==> src/design/adpcma_config.svh <==
// Fixed at six channels since ring depth equals channel count; widths are not meant to change
`ifndef ADPCMA_CONFIG_SVH
`define ADPCMA_CONFIG_SVH

// Channels, also the number of ring stages
`define ADPCMA_NUM_CH 6

// Highest adaptive step index
`define ADPCMA_STEP_MAX 48

// Channel accumulator, wraps on overflow
`define ADPCMA_ACC_W 15

// Remaining datapath widths
`define ADPCMA_NIB_W 4
`define ADPCMA_STEP_W 6
`define ADPCMA_INC_W 12
`define ADPCMA_PCM_W 16

// Enough bits for slot numbers 0 to 5
`define ADPCMA_SLOT_W 3

`endif

==> src/design/adpcma_pkg.sv <==
// Types only; widths come from the config header and assume the six-channel build
`include "adpcma_config.svh"

package adpcma_pkg;

    // Sign in bit 3, magnitude code in bits 2:0
    typedef logic [`ADPCMA_NIB_W-1:0] nibble_t;

    // Adaptive step index, 0 to 48
    typedef logic [`ADPCMA_STEP_W-1:0] step_idx_t;

    // Unsigned increment from the step table
    typedef logic [`ADPCMA_INC_W-1:0] inc_t;

    // Per-channel accumulator, two's complement
    typedef logic signed [`ADPCMA_ACC_W-1:0] acc_t;

    // Sign-extended accumulator, also the mix width
    typedef logic signed [`ADPCMA_PCM_W-1:0] sample_t;

    // Channel or slot number
    typedef logic [`ADPCMA_SLOT_W-1:0] slot_t;

endpackage

==> src/design/adpcma_decoder.sv <==
// Ring is exactly six stages, one channel per stage; a visit's nibble or clear shows one frame later
`timescale 1ns/1ps
`include "adpcma_config.svh"

module adpcma_decoder
    import adpcma_pkg::*;
(
    input  logic    clk,
    input  logic    rst_n,
    input  logic    cen,
    input  logic    apply,
    input  logic    clr,
    input  nibble_t nib,
    output sample_t pcm
);

    localparam step_idx_t STEP_MAX = step_idx_t'(`ADPCMA_STEP_MAX);

    // Accumulator and step index, one pair per stage
    acc_t      acc_s1, acc_s2, acc_s3, acc_s4, acc_s5, acc_s6;
    step_idx_t step_s1, step_s2, step_s3, step_s4, step_s5, step_s6;

    // Control travelling with the channel
    logic apply_s2, apply_s3, apply_s4;
    logic clr_s2, clr_s3, clr_s4;
    logic sign_s2, sign_s3;

    // LUT address, registered at stage I
    step_idx_t lut_step;
    logic [2:0] lut_mag;
    // LUT output, lines up with stage III
    inc_t lut_inc;
    // Signed increment for stage IV
    acc_t inc_s4;

    // Adapted step before the clamp
    step_idx_t step_next;
    step_idx_t step_adapt;

    adpcma_step_lut u_lut (
        .clk   (clk),
        .rst_n (rst_n),
        .cen   (cen),
        .step  (lut_step),
        .mag   (lut_mag),
        .inc   (lut_inc)
    );

    // Step adaptation from magnitude code
    always_comb begin
        case (nib[2:0])
            3'd4:    step_next = step_s1 + step_idx_t'(2);
            3'd5:    step_next = step_s1 + step_idx_t'(5);
            3'd6:    step_next = step_s1 + step_idx_t'(7);
            3'd7:    step_next = step_s1 + step_idx_t'(9);
            // Codes 0..3 walk down, floor at 0
            default: step_next = (step_s1 == '0) ? '0 : step_s1 - step_idx_t'(1);
        endcase
        // 48 + 9 still fits 6 bits
        step_adapt = (step_next > STEP_MAX) ? STEP_MAX : step_next;
    end

    // Stage II value is the channel just visited
    assign pcm = {acc_s2[`ADPCMA_ACC_W-1], acc_s2};

    always_ff @(posedge clk or negedge rst_n) begin
        if (!rst_n) begin
            acc_s1   <= '0;
            acc_s2   <= '0;
            acc_s3   <= '0;
            acc_s4   <= '0;
            acc_s5   <= '0;
            acc_s6   <= '0;
            step_s1  <= '0;
            step_s2  <= '0;
            step_s3  <= '0;
            step_s4  <= '0;
            step_s5  <= '0;
            step_s6  <= '0;
            apply_s2 <= 1'b0;
            apply_s3 <= 1'b0;
            apply_s4 <= 1'b0;
            clr_s2   <= 1'b0;
            clr_s3   <= 1'b0;
            clr_s4   <= 1'b0;
        end else if (cen) begin
            // I: adapt step, LUT uses the old index
            acc_s2   <= acc_s1;
            step_s2  <= clr ? '0 : (apply ? step_adapt : step_s1);
            apply_s2 <= apply;
            clr_s2   <= clr;
            // II: carry sign while the LUT reads
            acc_s3   <= acc_s2;
            step_s3  <= step_s2;
            apply_s3 <= apply_s2;
            clr_s3   <= clr_s2;
            // III: increment arrives, negate below
            acc_s4   <= acc_s3;
            step_s4  <= step_s3;
            apply_s4 <= apply_s3;
            clr_s4   <= clr_s3;
            // IV: accumulate, wraps at 15 bits
            if (clr_s4) begin
                acc_s5 <= '0;
            end else if (apply_s4) begin
                acc_s5 <= acc_s4 + inc_s4;
            end else begin
                acc_s5 <= acc_s4;
            end
            step_s5  <= step_s4;
            // V and VI close the loop
            acc_s6   <= acc_s5;
            step_s6  <= step_s5;
            acc_s1   <= acc_s6;
            step_s1  <= step_s6;
        end
    end

    // Datapath payload
    always_ff @(posedge clk) begin
        if (cen) begin
            lut_step <= step_s1;
            lut_mag  <= nib[2:0];
            sign_s2  <= nib[3];
            sign_s3  <= sign_s2;
            // Two's complement when sign bit set
            inc_s4   <= sign_s3 ? acc_t'(15'd0 - {3'b000, lut_inc}) : acc_t'({3'b000, lut_inc});
        end
    end

endmodule

==> src/design/adpcma_mixer.sv <==
// Outputs are one-clk strobes with no hold; the mix is valid only with mix_valid
`timescale 1ns/1ps
`include "adpcma_config.svh"

module adpcma_mixer
    import adpcma_pkg::*;
(
    input  logic    clk,
    input  logic    rst_n,
    input  logic    cen,
    input  slot_t   slot,
    input  sample_t pcm,
    output logic    ch_valid,
    output logic    mix_valid,
    output slot_t   ch_index,
    output sample_t ch_pcm,
    output sample_t mix
);

    localparam slot_t LAST_SLOT = slot_t'(`ADPCMA_NUM_CH - 1);
    // Headroom for six 16-bit terms
    localparam int SUM_W = `ADPCMA_PCM_W + 3;

    // pcm is fresh the clk after cen
    logic    cen_q;
    // Channel that pcm belongs to
    slot_t   cap_tag;
    // Channels 0..4 of the frame, 5 comes in live
    sample_t hist [`ADPCMA_NUM_CH-1];
    logic signed [SUM_W-1:0] frame_sum;
    sample_t frame_sat;

    // Slot already moved on, step back one
    assign cap_tag = (slot == '0) ? LAST_SLOT : slot - slot_t'(1);

    // Sum of the frame, incoming sample last
    always_comb begin
        frame_sum = {{3{pcm[`ADPCMA_PCM_W-1]}}, pcm};
        for (int i = 0; i < `ADPCMA_NUM_CH - 1; i++) begin
            frame_sum = frame_sum + {{3{hist[i][`ADPCMA_PCM_W-1]}}, hist[i]};
        end
        // Top bits disagree means out of range
        if (frame_sum[SUM_W-1:`ADPCMA_PCM_W-1] == '0 ||
            frame_sum[SUM_W-1:`ADPCMA_PCM_W-1] == '1) begin
            frame_sat = frame_sum[`ADPCMA_PCM_W-1:0];
        end else if (frame_sum[SUM_W-1]) begin
            frame_sat = 16'sh8000;
        end else begin
            frame_sat = 16'sh7fff;
        end
    end

    always_ff @(posedge clk or negedge rst_n) begin
        if (!rst_n) begin
            cen_q     <= 1'b0;
            ch_valid  <= 1'b0;
            mix_valid <= 1'b0;
        end else begin
            cen_q     <= cen;
            ch_valid  <= cen_q;
            // End of frame
            mix_valid <= cen_q && (cap_tag == LAST_SLOT);
        end
    end

    // Sample and mix payload
    always_ff @(posedge clk) begin
        if (cen_q) begin
            ch_index <= cap_tag;
            ch_pcm   <= pcm;
            if (cap_tag != LAST_SLOT) begin
                hist[cap_tag] <= pcm;
            end else begin
                mix <= frame_sat;
            end
        end
    end

endmodule

==> src/design/adpcma_slot_seq.sv <==
// Host writes have no back-pressure; a newer write to a channel replaces any older pending one
`timescale 1ns/1ps
`include "adpcma_config.svh"

module adpcma_slot_seq
    import adpcma_pkg::*;
(
    input  logic    clk,
    input  logic    rst_n,
    input  logic    cen,
    input  logic    nib_wr,
    input  logic    key_on,
    input  slot_t   nib_ch,
    input  slot_t   key_ch,
    input  nibble_t nib_data,
    output slot_t   slot,
    output nibble_t dec_nib,
    output logic    dec_apply,
    output logic    dec_clr
);

    localparam slot_t LAST_SLOT = slot_t'(`ADPCMA_NUM_CH - 1);

    // Pending flags per channel
    logic [`ADPCMA_NUM_CH-1:0] nib_pend;
    logic [`ADPCMA_NUM_CH-1:0] clr_pend;
    // Buffered nibble payload
    nibble_t nib_buf [`ADPCMA_NUM_CH];

    // Current slot view for the decoder
    always_comb begin
        dec_nib   = nib_pend[slot] ? nib_buf[slot] : '0;
        dec_clr   = clr_pend[slot];
        // Clear takes priority, nibble waits a frame
        dec_apply = nib_pend[slot] & ~clr_pend[slot];
    end

    always_ff @(posedge clk or negedge rst_n) begin
        if (!rst_n) begin
            slot     <= '0;
            nib_pend <= '0;
            clr_pend <= '0;
        end else begin
            if (cen) begin
                // Ring position 0..5
                slot <= (slot == LAST_SLOT) ? '0 : slot + slot_t'(1);
                // Retire what this visit consumed
                if (clr_pend[slot]) begin
                    clr_pend[slot] <= 1'b0;
                end else begin
                    nib_pend[slot] <= 1'b0;
                end
            end
            // New writes last, so a collision keeps them pending
            if (nib_wr) begin
                nib_pend[nib_ch] <= 1'b1;
            end
            if (key_on) begin
                clr_pend[key_ch] <= 1'b1;
            end
        end
    end

    // Nibble data, valid only under its flag
    always_ff @(posedge clk) begin
        if (nib_wr) begin
            nib_buf[nib_ch] <= nib_data;
        end
    end

endmodule

==> src/design/adpcma_step_lut.sv <==
// Step indices above 48 read the top entry; output is registered on cen, one cen of latency
`timescale 1ns/1ps

module adpcma_step_lut
    import adpcma_pkg::*;
(
    input  logic      clk,
    input  logic      rst_n,
    input  logic      cen,
    input  step_idx_t step,
    input  logic [2:0] mag,
    output inc_t      inc
);

    // Largest size is 1552, fits 11 bits
    logic [10:0] step_size;
    // Odd multiplier 2m+1
    logic [3:0]  mult;
    // Size times multiplier before the divide by 8
    logic [14:0] prod;

    // Step-size table, 49 entries
    always_comb begin
        case (step)
            6'd0:    step_size = 11'd16;
            6'd1:    step_size = 11'd17;
            6'd2:    step_size = 11'd19;
            6'd3:    step_size = 11'd21;
            6'd4:    step_size = 11'd23;
            6'd5:    step_size = 11'd25;
            6'd6:    step_size = 11'd28;
            6'd7:    step_size = 11'd31;
            6'd8:    step_size = 11'd34;
            6'd9:    step_size = 11'd37;
            6'd10:   step_size = 11'd41;
            6'd11:   step_size = 11'd45;
            6'd12:   step_size = 11'd50;
            6'd13:   step_size = 11'd55;
            6'd14:   step_size = 11'd60;
            6'd15:   step_size = 11'd66;
            6'd16:   step_size = 11'd73;
            6'd17:   step_size = 11'd80;
            6'd18:   step_size = 11'd88;
            6'd19:   step_size = 11'd97;
            6'd20:   step_size = 11'd107;
            6'd21:   step_size = 11'd118;
            6'd22:   step_size = 11'd130;
            6'd23:   step_size = 11'd143;
            6'd24:   step_size = 11'd157;
            6'd25:   step_size = 11'd173;
            6'd26:   step_size = 11'd190;
            6'd27:   step_size = 11'd209;
            6'd28:   step_size = 11'd230;
            6'd29:   step_size = 11'd253;
            6'd30:   step_size = 11'd279;
            6'd31:   step_size = 11'd307;
            6'd32:   step_size = 11'd337;
            6'd33:   step_size = 11'd371;
            6'd34:   step_size = 11'd408;
            6'd35:   step_size = 11'd449;
            6'd36:   step_size = 11'd494;
            6'd37:   step_size = 11'd544;
            6'd38:   step_size = 11'd598;
            6'd39:   step_size = 11'd658;
            6'd40:   step_size = 11'd724;
            6'd41:   step_size = 11'd796;
            6'd42:   step_size = 11'd876;
            6'd43:   step_size = 11'd963;
            6'd44:   step_size = 11'd1060;
            6'd45:   step_size = 11'd1166;
            6'd46:   step_size = 11'd1282;
            6'd47:   step_size = 11'd1411;
            // Index 48 and anything past the clamp
            default: step_size = 11'd1552;
        endcase
    end

    // Increment is size * (2m+1) / 8, truncated
    always_comb begin
        mult = {mag, 1'b1};
        prod = 15'(step_size) * 15'(mult);
    end

    // Max 1552*15/8 = 2910, no loss in 12 bits
    always_ff @(posedge clk or negedge rst_n) begin
        if (!rst_n) begin
            inc <= '0;
        end else if (cen) begin
            inc <= prod[14:3];
        end
    end

endmodule

==> src/design/adpcma_top.sv <==
// Host strobes need no cen alignment; ch_valid follows each cen by one clk
`timescale 1ns/1ps

module adpcma_top
    import adpcma_pkg::*;
(
    input  logic    clk,
    input  logic    rst_n,
    input  logic    cen,
    input  logic    nib_wr,
    input  logic    key_on,
    input  slot_t   nib_ch,
    input  slot_t   key_ch,
    input  nibble_t nib_data,
    output logic    ch_valid,
    output logic    mix_valid,
    output slot_t   ch_index,
    output sample_t ch_pcm,
    output sample_t mix
);

    // Sequencer to ring
    slot_t   slot;
    nibble_t dec_nib;
    logic    dec_apply;
    logic    dec_clr;
    // Ring stage II value
    sample_t pcm;

    adpcma_slot_seq u_seq (
        .clk       (clk),
        .rst_n     (rst_n),
        .cen       (cen),
        .nib_wr    (nib_wr),
        .key_on    (key_on),
        .nib_ch    (nib_ch),
        .key_ch    (key_ch),
        .nib_data  (nib_data),
        .slot      (slot),
        .dec_nib   (dec_nib),
        .dec_apply (dec_apply),
        .dec_clr   (dec_clr)
    );

    adpcma_decoder u_dec (
        .clk   (clk),
        .rst_n (rst_n),
        .cen   (cen),
        .apply (dec_apply),
        .clr   (dec_clr),
        .nib   (dec_nib),
        .pcm   (pcm)
    );

    adpcma_mixer u_mix (
        .clk       (clk),
        .rst_n     (rst_n),
        .cen       (cen),
        .slot      (slot),
        .pcm       (pcm),
        .ch_valid  (ch_valid),
        .mix_valid (mix_valid),
        .ch_index  (ch_index),
        .ch_pcm    (ch_pcm),
        .mix       (mix)
    );

endmodule

==> config.mk <==
export PLATFORM = sky130hd
export DESIGN_NAME = adpcma_top
export DESIGN_NICKNAME = d
export VERILOG_FILES = /design/src/design/adpcma_pkg.sv /design/src/design/adpcma_decoder.sv /design/src/design/adpcma_mixer.sv /design/src/design/adpcma_slot_seq.sv /design/src/design/adpcma_step_lut.sv /design/src/design/adpcma_top.sv
export VERILOG_INCLUDE_DIRS = /design/src /design/src/design
export SDC_FILE = /design/constraint.sdc
export NUM_CORES = 1
export LEC_CHECK = 0
export ABC_AREA = 1
export BUFFER_PORTS_ARGS = -buffer_cell sky130_fd_sc_hd__buf_2
export CAP_MARGIN = 20
export CORE_MARGIN = 8
export CORE_UTILIZATION = 25
export DETAILED_ROUTE_END_ITERATION = 10
export PLACE_DENSITY = 0.38
export SLEW_MARGIN = 25
export SYNTH_ARGS = -nofsm -noshare
export SYNTH_HDL_FRONTEND = slang
export SYNTH_SLANG_ARGS = --single-unit
export TNS_END_PERCENT = 1
==> constraint.sdc <==
create_clock -name clk -period 7.3 [get_ports clk]
set_clock_uncertainty 0.1 [all_clocks]
set_input_delay 1.46 -clock clk [delete_from_list [all_inputs] [get_ports clk]]
set_output_delay 1.46 -clock clk [all_outputs]
set_load 0.1 [all_outputs]
### After elaboration in Yosys (flattened, before gate mapping)

Memory sizes are Yosys's and may differ from the RTL's. A register that Yosys moved wholly into a read port is not among the register bits.
Cells that the tools add are included.

* flip-flop bits (word level): 220
* latch bits: 0
* RAM bits: 104
* bits in read-only memories: 704
* input port bits: 15
* output and inout bits: 37
* logic and storage cells: 119
* memories: 3

Memory list
* (name not given): depth 64, width 11, rd ports 1, clocked after memory_dff 1, write ports 0, RTL line adpcma_step_lut.sv:24 `case (step)`
* u_mix.hist: depth 5, width 16, rd ports 5, clocked after memory_dff 0, write ports 1, RTL line adpcma_mixer.sv:29 `` sample_t hist [`ADPCMA_NUM_CH-1]; ``
* u_seq.nib_buf: depth 6, width 4, rd ports 1, clocked after memory_dff 0, write ports 1, RTL line adpcma_slot_seq.sv:28 `` nibble_t nib_buf [`ADPCMA_NUM_CH]; ``

* add/subtract/negate cells: 14
* $mul: 1
* div/mod/pow operators: 0
* order comparisons: 7
* eq/ne operators: 8
* shift operators: 0
* muxes and demuxes: 35
* bitwise logic cells: 8
* reductions and logical operators: 9

Operator list (count)
* adder 19 bit: 4
* two-way mux 6 bit: 11
* two-way mux 16 bit: 2
* two-way mux 15 bit: 2
* one-hot mux 6 bit (4 select lines): 1
* equality test 3 bit, second input constant: 6
* adder 15 x 16 -> 17 bit: 1
* adder 15 x 13 -> 15 bit: 1
* multiplier 11 x 4 -> 15 bit: 1
* subtractor 1 x 12 -> 13 bit, first input constant: 1
* adder 6 x 3 -> 6 bit, second input constant: 2
* AND 6 bit: 2
* < comparator 3 x 4 -> 1 bit, second input constant: 3
* two-way mux 12 bit: 1
* bitwise OR 6 bit: 2
* two-way mux 1 bit: 10
* demux 1 bit (select 3 bit): 3
* >= comparator 3 x 1 -> 1 bit, second input constant: 3
* two-way mux 3 bit: 3
* adder 6 x 2 -> 6 bit, second input constant: 1
* adder 6 x 4 -> 6 bit, second input constant: 1
* binary-select mux 1 bit (select 3 bit): 2
* greater-than comparator 6 bit, second input constant: 1
* zero test 6 bit: 1
* other kinds (13): 17

### Depth between registers and ports, before layout

Gate-level depths: netlist of run 1.

* word-level depth: 10
* gate-level depth with buffers: 27

### Hierarchy

A second synthesis of run 1 with hierarchy kept.

* cell total of the unflattened synthesis: 2059
* area total of the unflattened synthesis: 18514.0 µm²

By module, submodules not included
* adpcma_decoder: instances 1, cells each 877, area each 7415.9 µm²
* adpcma_mixer: instances 1, cells each 617, area each 6787.8 µm²
* adpcma_step_lut: instances 1, cells each 361, area each 2433.6 µm²
* adpcma_slot_seq: instances 1, cells each 204, area each 1876.8 µm²

### Least setup slack after synthesis of run 1

No wires, ideal clock.

* kind: reg-to-reg
* start: register u_dec.acc_s2[0]
* end: register u_mix.mix[13] (data pin)
* data arrival time: 3750 ps
* required time: 6947 ps
* path slack: 3197 ps
* stages on the path, launching flop included: 24
* clock period less this slack: 4103 ps
* cells stage by stage: dfrtp_1 -> ha_1 -> inv_1 -> fa_1 -> inv_1 -> a21oi_1 -> o21ai_0 -> a21boi_0 -> o21ai_0 -> xnor2_1 -> fa_1 -> inv_1 -> ha_1 -> nand2_1 -> o21ai_1 -> nand2_1 -> and3_2 -> a21oi_1 -> nor2_1 -> nand3b_1 -> nand2_2 -> buf_8 -> nand2_1 -> nand2_1

* longest elaborated chain between the ends: 8

RTL lines
* start: declaration: RTL line adpcma_decoder.sv:20 `acc_t acc_s1, acc_s2, acc_s3, acc_s4, acc_s5, acc_s6;`
* start signal: assignment: RTL line adpcma_decoder.sv:88 `acc_s2 <= acc_s1;`
* adder 15 x 16 -> 17 bit *: RTL line adpcma_mixer.sv:40 `` frame_sum = frame_sum + {{3{hist[i][`ADPCMA_PCM_W-1]}}, hist[i]}; ``
* adder 19 bit * (4 in series): RTL line adpcma_mixer.sv:40
* equality test 4 bit or zero test 4 bit (tied branches): RTL line adpcma_mixer.sv:44, adpcma_mixer.sv:43
* logical OR 1 bit: RTL line adpcma_mixer.sv:43 `` if (frame_sum[SUM_W-1:`ADPCMA_PCM_W-1] == '0 || ``
* two-way mux 16 bit *: RTL line adpcma_mixer.sv:43
* named net u_mix.frame_sat[13]: RTL line adpcma_mixer.sv:31 `sample_t frame_sat;`
* end signal: assignment: RTL line adpcma_mixer.sv:74 `mix <= frame_sat;`
* end: declaration: RTL line adpcma_mixer.sv:17 `output sample_t mix`

The timed path passes the listed nets; every way through them passes the cells marked *.
A chain may end at the register's enable or synchronous reset.

### Worst setup path after layout of run 1

* start: register u_dec.acc_s2[3]
* end: register u_mix.mix[9] (data pin)

The elaborated chain is that of the path after synthesis.

==> flow_summary.ini, run 1 <==
[yosys]
synth_warnings = 0
synth_cell_types = 56
synth_area_mm2 = 0.0181
synth_seq_cells = 330
synth_fp_nets = 2100
ys_async_sr_fraction_pct = 49.1
syn_avg_cell_area_um2 = 9.32
netlist_instances = 1937
synthFlopType = dfrtp_1
synth-edff-count = 157
ys_seq_area_share_pct = 49.8

[grt]
grt_max_degree = 79
gr-total-overflow = 0
antenna_found_initial = 0
grt_pass1_vias = 12900
grt_pass1_wl_um = 69100
track_usage_pct = 10.3

[timing]
slew_headroom_pct = 44.3
final.period_utilization_pct = 67.4
hold_viol = 0
whs_ns = 0.368
max_freq_mhz = 203
drv_slew = 0
tns_ns = 0
rsz0062_at_grt = no
fin_crit_ns = 4.92
setup_viol = 0
tightest_slew_ns = 0.836

[cells_and_area]
diodes = 0
nets = 2156
syn2layout_area_growth_pct = 14.4
final_util_pct = 28.9
drive_gt1_share_pct = 8.80

[floorplan]
fp.dieH_um = 285
core_mm2 = 0.0715
io_pins = 52
rows = 98
start_util_pct = 25.3
dieArea_mm2 = 0.0811
die_w_um = 285

[flow_run]
maxCapViolCount = 0

[clocking]
cts_hold_repair.buffers = 0
cts_resized = 0
cts_made_buffers = 40
cts-root-buf = clkbuf_16
ctsHtreeMaxLevel = 2
clock_latency_ns = 0.54
cts_tree = built
cts_sinks = 330
clock_path_buffers = 3
post_cts_buffers = 0
cts.reportedPaths.clkPinSlew_ns = 0.06

[route]
drtIter0Drc = 671
vias = 12500
firstDrtPassIters = 5
drc_errors = 0
wire_per_inst_um = 14.0
postRouteAntennaNets = 0
wl_um = 41700
viasPerCell = 4.21

[worst_hold_path]
hold_class = reg -> reg

[worst_setup_path]
arrival_ns = 5.10
path_class = reg -> reg
cp.required_ns = 7.48
cp_max_fo = 15
crit_path_end_kind = register
start_kind = register

[run_status]
status = completed

[placement]
gp_congestion = 0.808
dpl.hpwl_um = 30300
io_buffers = 51
critical path, cell delays in order (launching register included):
cell,delay [ns]
dfrtp_1,0.47
ha_1,0.38
a21oi_1,0.19
o21ai_0,0.11
a21oi_1,0.37
o21ai_0,0.20
a21boi_0,0.36
o21ai_0,0.17
xnor2_1,0.17
fa_1,0.49
inv_1,0.04
ha_1,0.34
nand2_1,0.15
o21ai_1,0.16
nand2_1,0.06
and3_2,0.20
nand2_4,0.07
nand2_2,0.05
o21ai_2,0.07
a31oi_1,0.06
inv_1,0.34
nand2_1,0.11
area by class of cell:
class                      count  area (um^2)
clock inverter                13         92.6
inverter                     320         1200
multi-input combinational   1236         7620
timing repair buffer          65          373
sequential                   330         8990
fill                        7575        50800
tap                          950         1190
clock buffer                  58         1180
registers in the layout, summed over array words and instances (netlist names), 11 cells and up:
signal                 count
u_dec.u_lut.inc           12
u_dec.u_lut.step_size     11
u_dec.acc_s6              15
u_mix.ch_pcm              15
u_mix.hist                75
u_dec.acc_s2              15
u_dec.acc_s5              15
u_dec.acc_s4              15
u_dec.acc_s1              15
u_dec.inc_s4              13
u_mix.mix                 16
u_seq.nib_buf             24
u_dec.acc_s3              15
path summary, 6_finish.rpt:
kind                                   from                to  slack, ns  cells after the start
setup / recovery            u_dec.acc_s2[3]      u_mix.mix[9]       2.38                     21
hold / removal             u_dec.acc_s1[14]  u_dec.acc_s1[14]       0.37                      2
setup reg to reg            u_dec.acc_s2[3]      u_mix.mix[9]       2.38                     21
hold reg to reg            u_dec.acc_s1[14]  u_dec.acc_s1[14]       0.37                      2
max in group asynchronous             rst_n   u_dec.acc_s4[0]       5.10                      2
min in group asynchronous             rst_n  u_dec.acc_s3[10]       0.83                      1
per-layer routing:
layer,vias to the layer above,routed length [um],track usage (%)
met5,-,0,0
met4,0,951,3.29
met3,60,1130,1.63
met2,135,19500,17.1
met1,5985,20100,13.6
li1,6346,-,-
cell usage in the layout, fill, tap and decap left out, types with 42 or more instances in the layout:
| cell | Yosys | routed |
|---|---|---|
| a21oi_1 | 84 | 84 |
| buf_2 | 5 | 49 |
| clkbuf_16 | 0 | 42 |
| dfrtp_1 | 162 | 162 |
| edfxtp_1 | 157 | 157 |
| fa_1 | 68 | 68 |
| ha_1 | 80 | 80 |
| inv_1 | 309 | 309 |
| nand2_1 | 467 | 467 |
| nand3_1 | 51 | 51 |
| nor2_1 | 96 | 96 |
| o21ai_0 | 198 | 198 |
| xor2_1 | 42 | 42 |
cells in the mapped netlist (3+ instances only):
cell	count	area, um^2
a21o_1	4	30.0
a21oi_1	84	420
a22oi_1	4	30.0
a31oi_1	8	50.1
buf_1	4	15.0
buf_2	5	25.0
buf_4	4	30.0
buf_6	3	33.8
clkbuf_1	34	128
dfrtp_1	162	4050
dfxtp_1	11	220
edfxtp_1	157	4710
fa_1	68	1360
ha_1	80	1000
inv_1	309	1160
inv_2	10	37.5
nand2_1	467	1750
nand2_2	19	119
nand2_4	3	33.8
nand3_1	51	255
nand3b_1	6	45.0
nand4_1	9	56.3
nor2_1	96	360
nor2_2	5	31.3
nor3_1	13	65.1
o211ai_1	7	52.6
o21ai_0	198	991
o21ai_1	10	50.1
o22ai_1	4	25.0
o31ai_1	7	52.6
or2_2	5	31.3
xnor2_1	14	123
xor2_1	42	368
per-stage QoR:
step                      cells  area [um^2]  worst slack [ns]
final                      2972        20600              2.38
after detailed placement   2901        19400              2.47
after global placement     2901        19400              2.58
after floorplan            1937        18100              3.20
after global routing       2972        20600              2.01
after CTS                  2972        20600              2.44
logic make-up after synthesis:
logic type | synth area share [%]
adder cells (fa/ha/maj) | 13.1
AO/OA/AOI/OAI | 10.4
XOR/XNOR | 2.72
buffers and inverters | 8.02
AND/OR/NAND/NOR | 15.9
flip-flops | 49.8
Power of run 1 is left out: the tool's default activity adds up to more than one toggle a clock period on the data nets, which glitch-free logic cannot reach.
==> run 2: changes to the inputs <==
Settings changed: ABC_AREA 1 to 0, PLACE_DENSITY 0.38 to 0.39.
Clock period 7.3 ns to 4.1 ns, I/O delays scaled along.
==> flow_summary.ini, run 2 <==
[yosys]
synth_area_mm2 = 0.0180
synth_cell_types = 86
synth-simple-area-share_pct = 7.70
syn_avg_cell_area_um2 = 11.7
synth_warnings = 0
ys_top_cells_by_count = inv_1 (200), dfrtp_1 (162), edfxtp_1 (157)
synthTopCellsByArea = edfxtp_1 (26%), dfrtp_1 (23%), fa_1 (7.6%)
synth_top_area_share_pct = 26.2
synth.area.mux_share_pct = 8.60
ys_seq_area_share_pct = 50.0
synthFlopType = dfrtp_1
synthAdderAreaFrac_pct = 13.1
synth-compound-area-share_pct = 11.8
synth_top_area_cell = edfxtp_1
netlist_instances = 1534
synth_top_family_by_area = adder cells
synth-edff-count = 157
synth_most_common_cell = inv_1
synthXorXnorAreaFrac_pct = 2.92
synth_fp_nets = 1697
synth_seq_cells = 330
ys_async_sr_fraction_pct = 49.1

[timing]
rsz0062_at_grt = yes
tightest_slew_ns = 0.837
fin_crit_ns = 4.70
max_freq_mhz = 213
tns_ns = -8.87
setup_viol = 16
timing.final.ws_setup_ns = -0.605
hold_viol = 0
slew_headroom_pct = 43.7
drv_slew = 0
final.period_utilization_pct = 115

[worst_setup_path]
start_kind = register
arrival_ns = 4.91
cp_max_fo = 8
crit_path_end_kind = register
slowest_stage = fa_1
rr_startpoint = u_dec.acc_s2[0]
rr_endpoint = u_mix.mix[12]
r2r_slack_ns = -0.60
crit_top_cell = inv_2
path_class = reg -> reg
critPathLaunch = u_dec.acc_s2[0]
r2r_cells = 22
crit_end = u_mix.mix[12]
crit_path_max_incr_delay_ns = 0.50
cp.required_ns = 4.30
cp_cell_sequence = ha_2 -> inv_2 -> fa_2 -> nor2b_1 -> o21a_1 -> o21ai_2 -> a21oi_2 -> o2111ai_2 -> a311oi_2 -> o31ai_2 -> xor2_1 -> fa_1 -> inv_2 -> ha_4 -> and4_4 -> and2_4 -> nand4_1 -> o211ai_1 -> buf_4 -> o31ai_4 -> buf_12 -> a31o_2

[cells_and_area]
largest_reg_flops = 75
drive_gt1_share_pct = 24.7
final_util_pct = 30.3
nets = 1860
diodes = 0
reg_top3 = u_mix.hist (75), u_seq.nib_buf (24), u_mix.mix (16)
syn2layout_area_growth_pct = 20.2
final_common_cell = inv_1
top_register = u_mix.hist
layout_common_cells = inv_1 (195), dfrtp_1 (161), edfxtp_1 (157), mux2_2 (117), buf_4 (116)

[grt]
gr-total-overflow = 0
antenna_found_initial = 0
grt_pass1_vias = 12400
grt_max_degree = 142
track_usage_pct = 10.0
grt_pass1_wl_um = 67300

[placement]
dp_slack_ns = -0.942
dpl.hpwl_um = 28400
io_buffers = 51
gp_congestion = 0.761

[clocking]
clock_latency_ns = 0.55
cts.reportedPaths.clkPinSlew_ns = 0.06
cts_sinks = 330
clock_path_buffers = 3
cts-root-buf = clkbuf_16
ctsHtreeMaxLevel = 2
cts_tree = built
cts_hold_repair.buffers = 0
cts_made_buffers = 38

[route]
wire_per_inst_um = 15.1
drtIter0Drc = 615
firstDrtPassIters = 5
vias = 11600
drc_errors = 0
postRouteAntennaNets = 0
viasPerCell = 4.32
wl_um = 40400

[floorplan]
core_mm2 = 0.0714
die_w_um = 284
start_util_pct = 25.2
dieArea_mm2 = 0.0807
fp.dieH_um = 284
rows = 98
io_pins = 52

[worst_hold_path]
hold_class = in -> async

[run_status]
status = finished, violations left
violations = negative setup slack

[flow_run]
maxCapViolCount = 0
-- run 2: cell type report --
type,instances,area [um^2]
fillers,7399,49800
clock inverters,11,85.1
inverters,202,761
clock buffers,59,1130
multi-input cells,951,8180
flip-flops and latches,330,8990
repair buffers,174,1270
well taps,950,1190
-- run 2: what timing repair did --
item                                    in CTS  in global routing
buffers inserted                             6                  4
gates cloned                                 1                  1
endpoints found under the setup margin      16                 21
pin swaps                                   13                 27
gates resized for setup                     12                 36
-- run 2: worst min-delay path by stage --
stage                       from                 end  depth (start not counted)
5_1_grt                    rst_n  u_dec.u_lut.inc[1]                          1
4_1_cts                    rst_n  u_dec.u_lut.inc[1]                          1
6_report                   rst_n  u_dec.u_lut.inc[1]                          1
2_1_floorplan      u_dec.sign_s2       u_dec.sign_s3                          0
3_3_place_gp   u_seq.nib_pend[4]   u_seq.nib_pend[4]                          1
3_5_place_dp   u_seq.nib_pend[2]   u_seq.nib_pend[2]                          1
-- run 2: routing by layer --
metal | wire [um] | up-vias | GRT usage [%]
li1 | - | 5697 | -
met4 | 868 | 0 | 2.74
met2 | 18800 | 142 | 16.6
met3 | 1310 | 59 | 1.80
met1 | 19400 | 5659 | 13.4
met5 | 0 | - | 0
-- run 2: critical path, delay by kind of cell, from the launching register on --
kind	cells	cell delay, ns
AO/OA/AOI/OAI	9	1.51
XOR/XNOR	1	0.15
adder cells (fa/ha/maj)	4	1.30
buffers and inverters	4	0.42
flip-flops	1	0.35
AND/OR/NAND/NOR	4	0.64
-- run 2: logic make-up (layout without fill, tap and decap cells) --
group | count (synthesis) | in the layout
AO/OA/AOI/OAI | 314 | 315
XOR/XNOR | 59 | 59
adder cells (fa/ha/maj) | 148 | 148
buffers and inverters | 254 | 446
flip-flops | 330 | 330
multiplexers | 136 | 136
AND/OR/NAND/NOR | 293 | 293
-- run 2: per-stage QoR --
step | hold WS (ns) | cell area (um^2) | instances
detailed placement | 0.363 | 20000 | 2595
CTS | 0.172 | 21400 | 2672
global placement | 0.357 | 20000 | 2595
finish | 0.182 | 21600 | 2677
floorplan | 0.300 | 18000 | 1534
global route | 0.204 | 21600 | 2677
Power of run 2 is left out for the same reason.
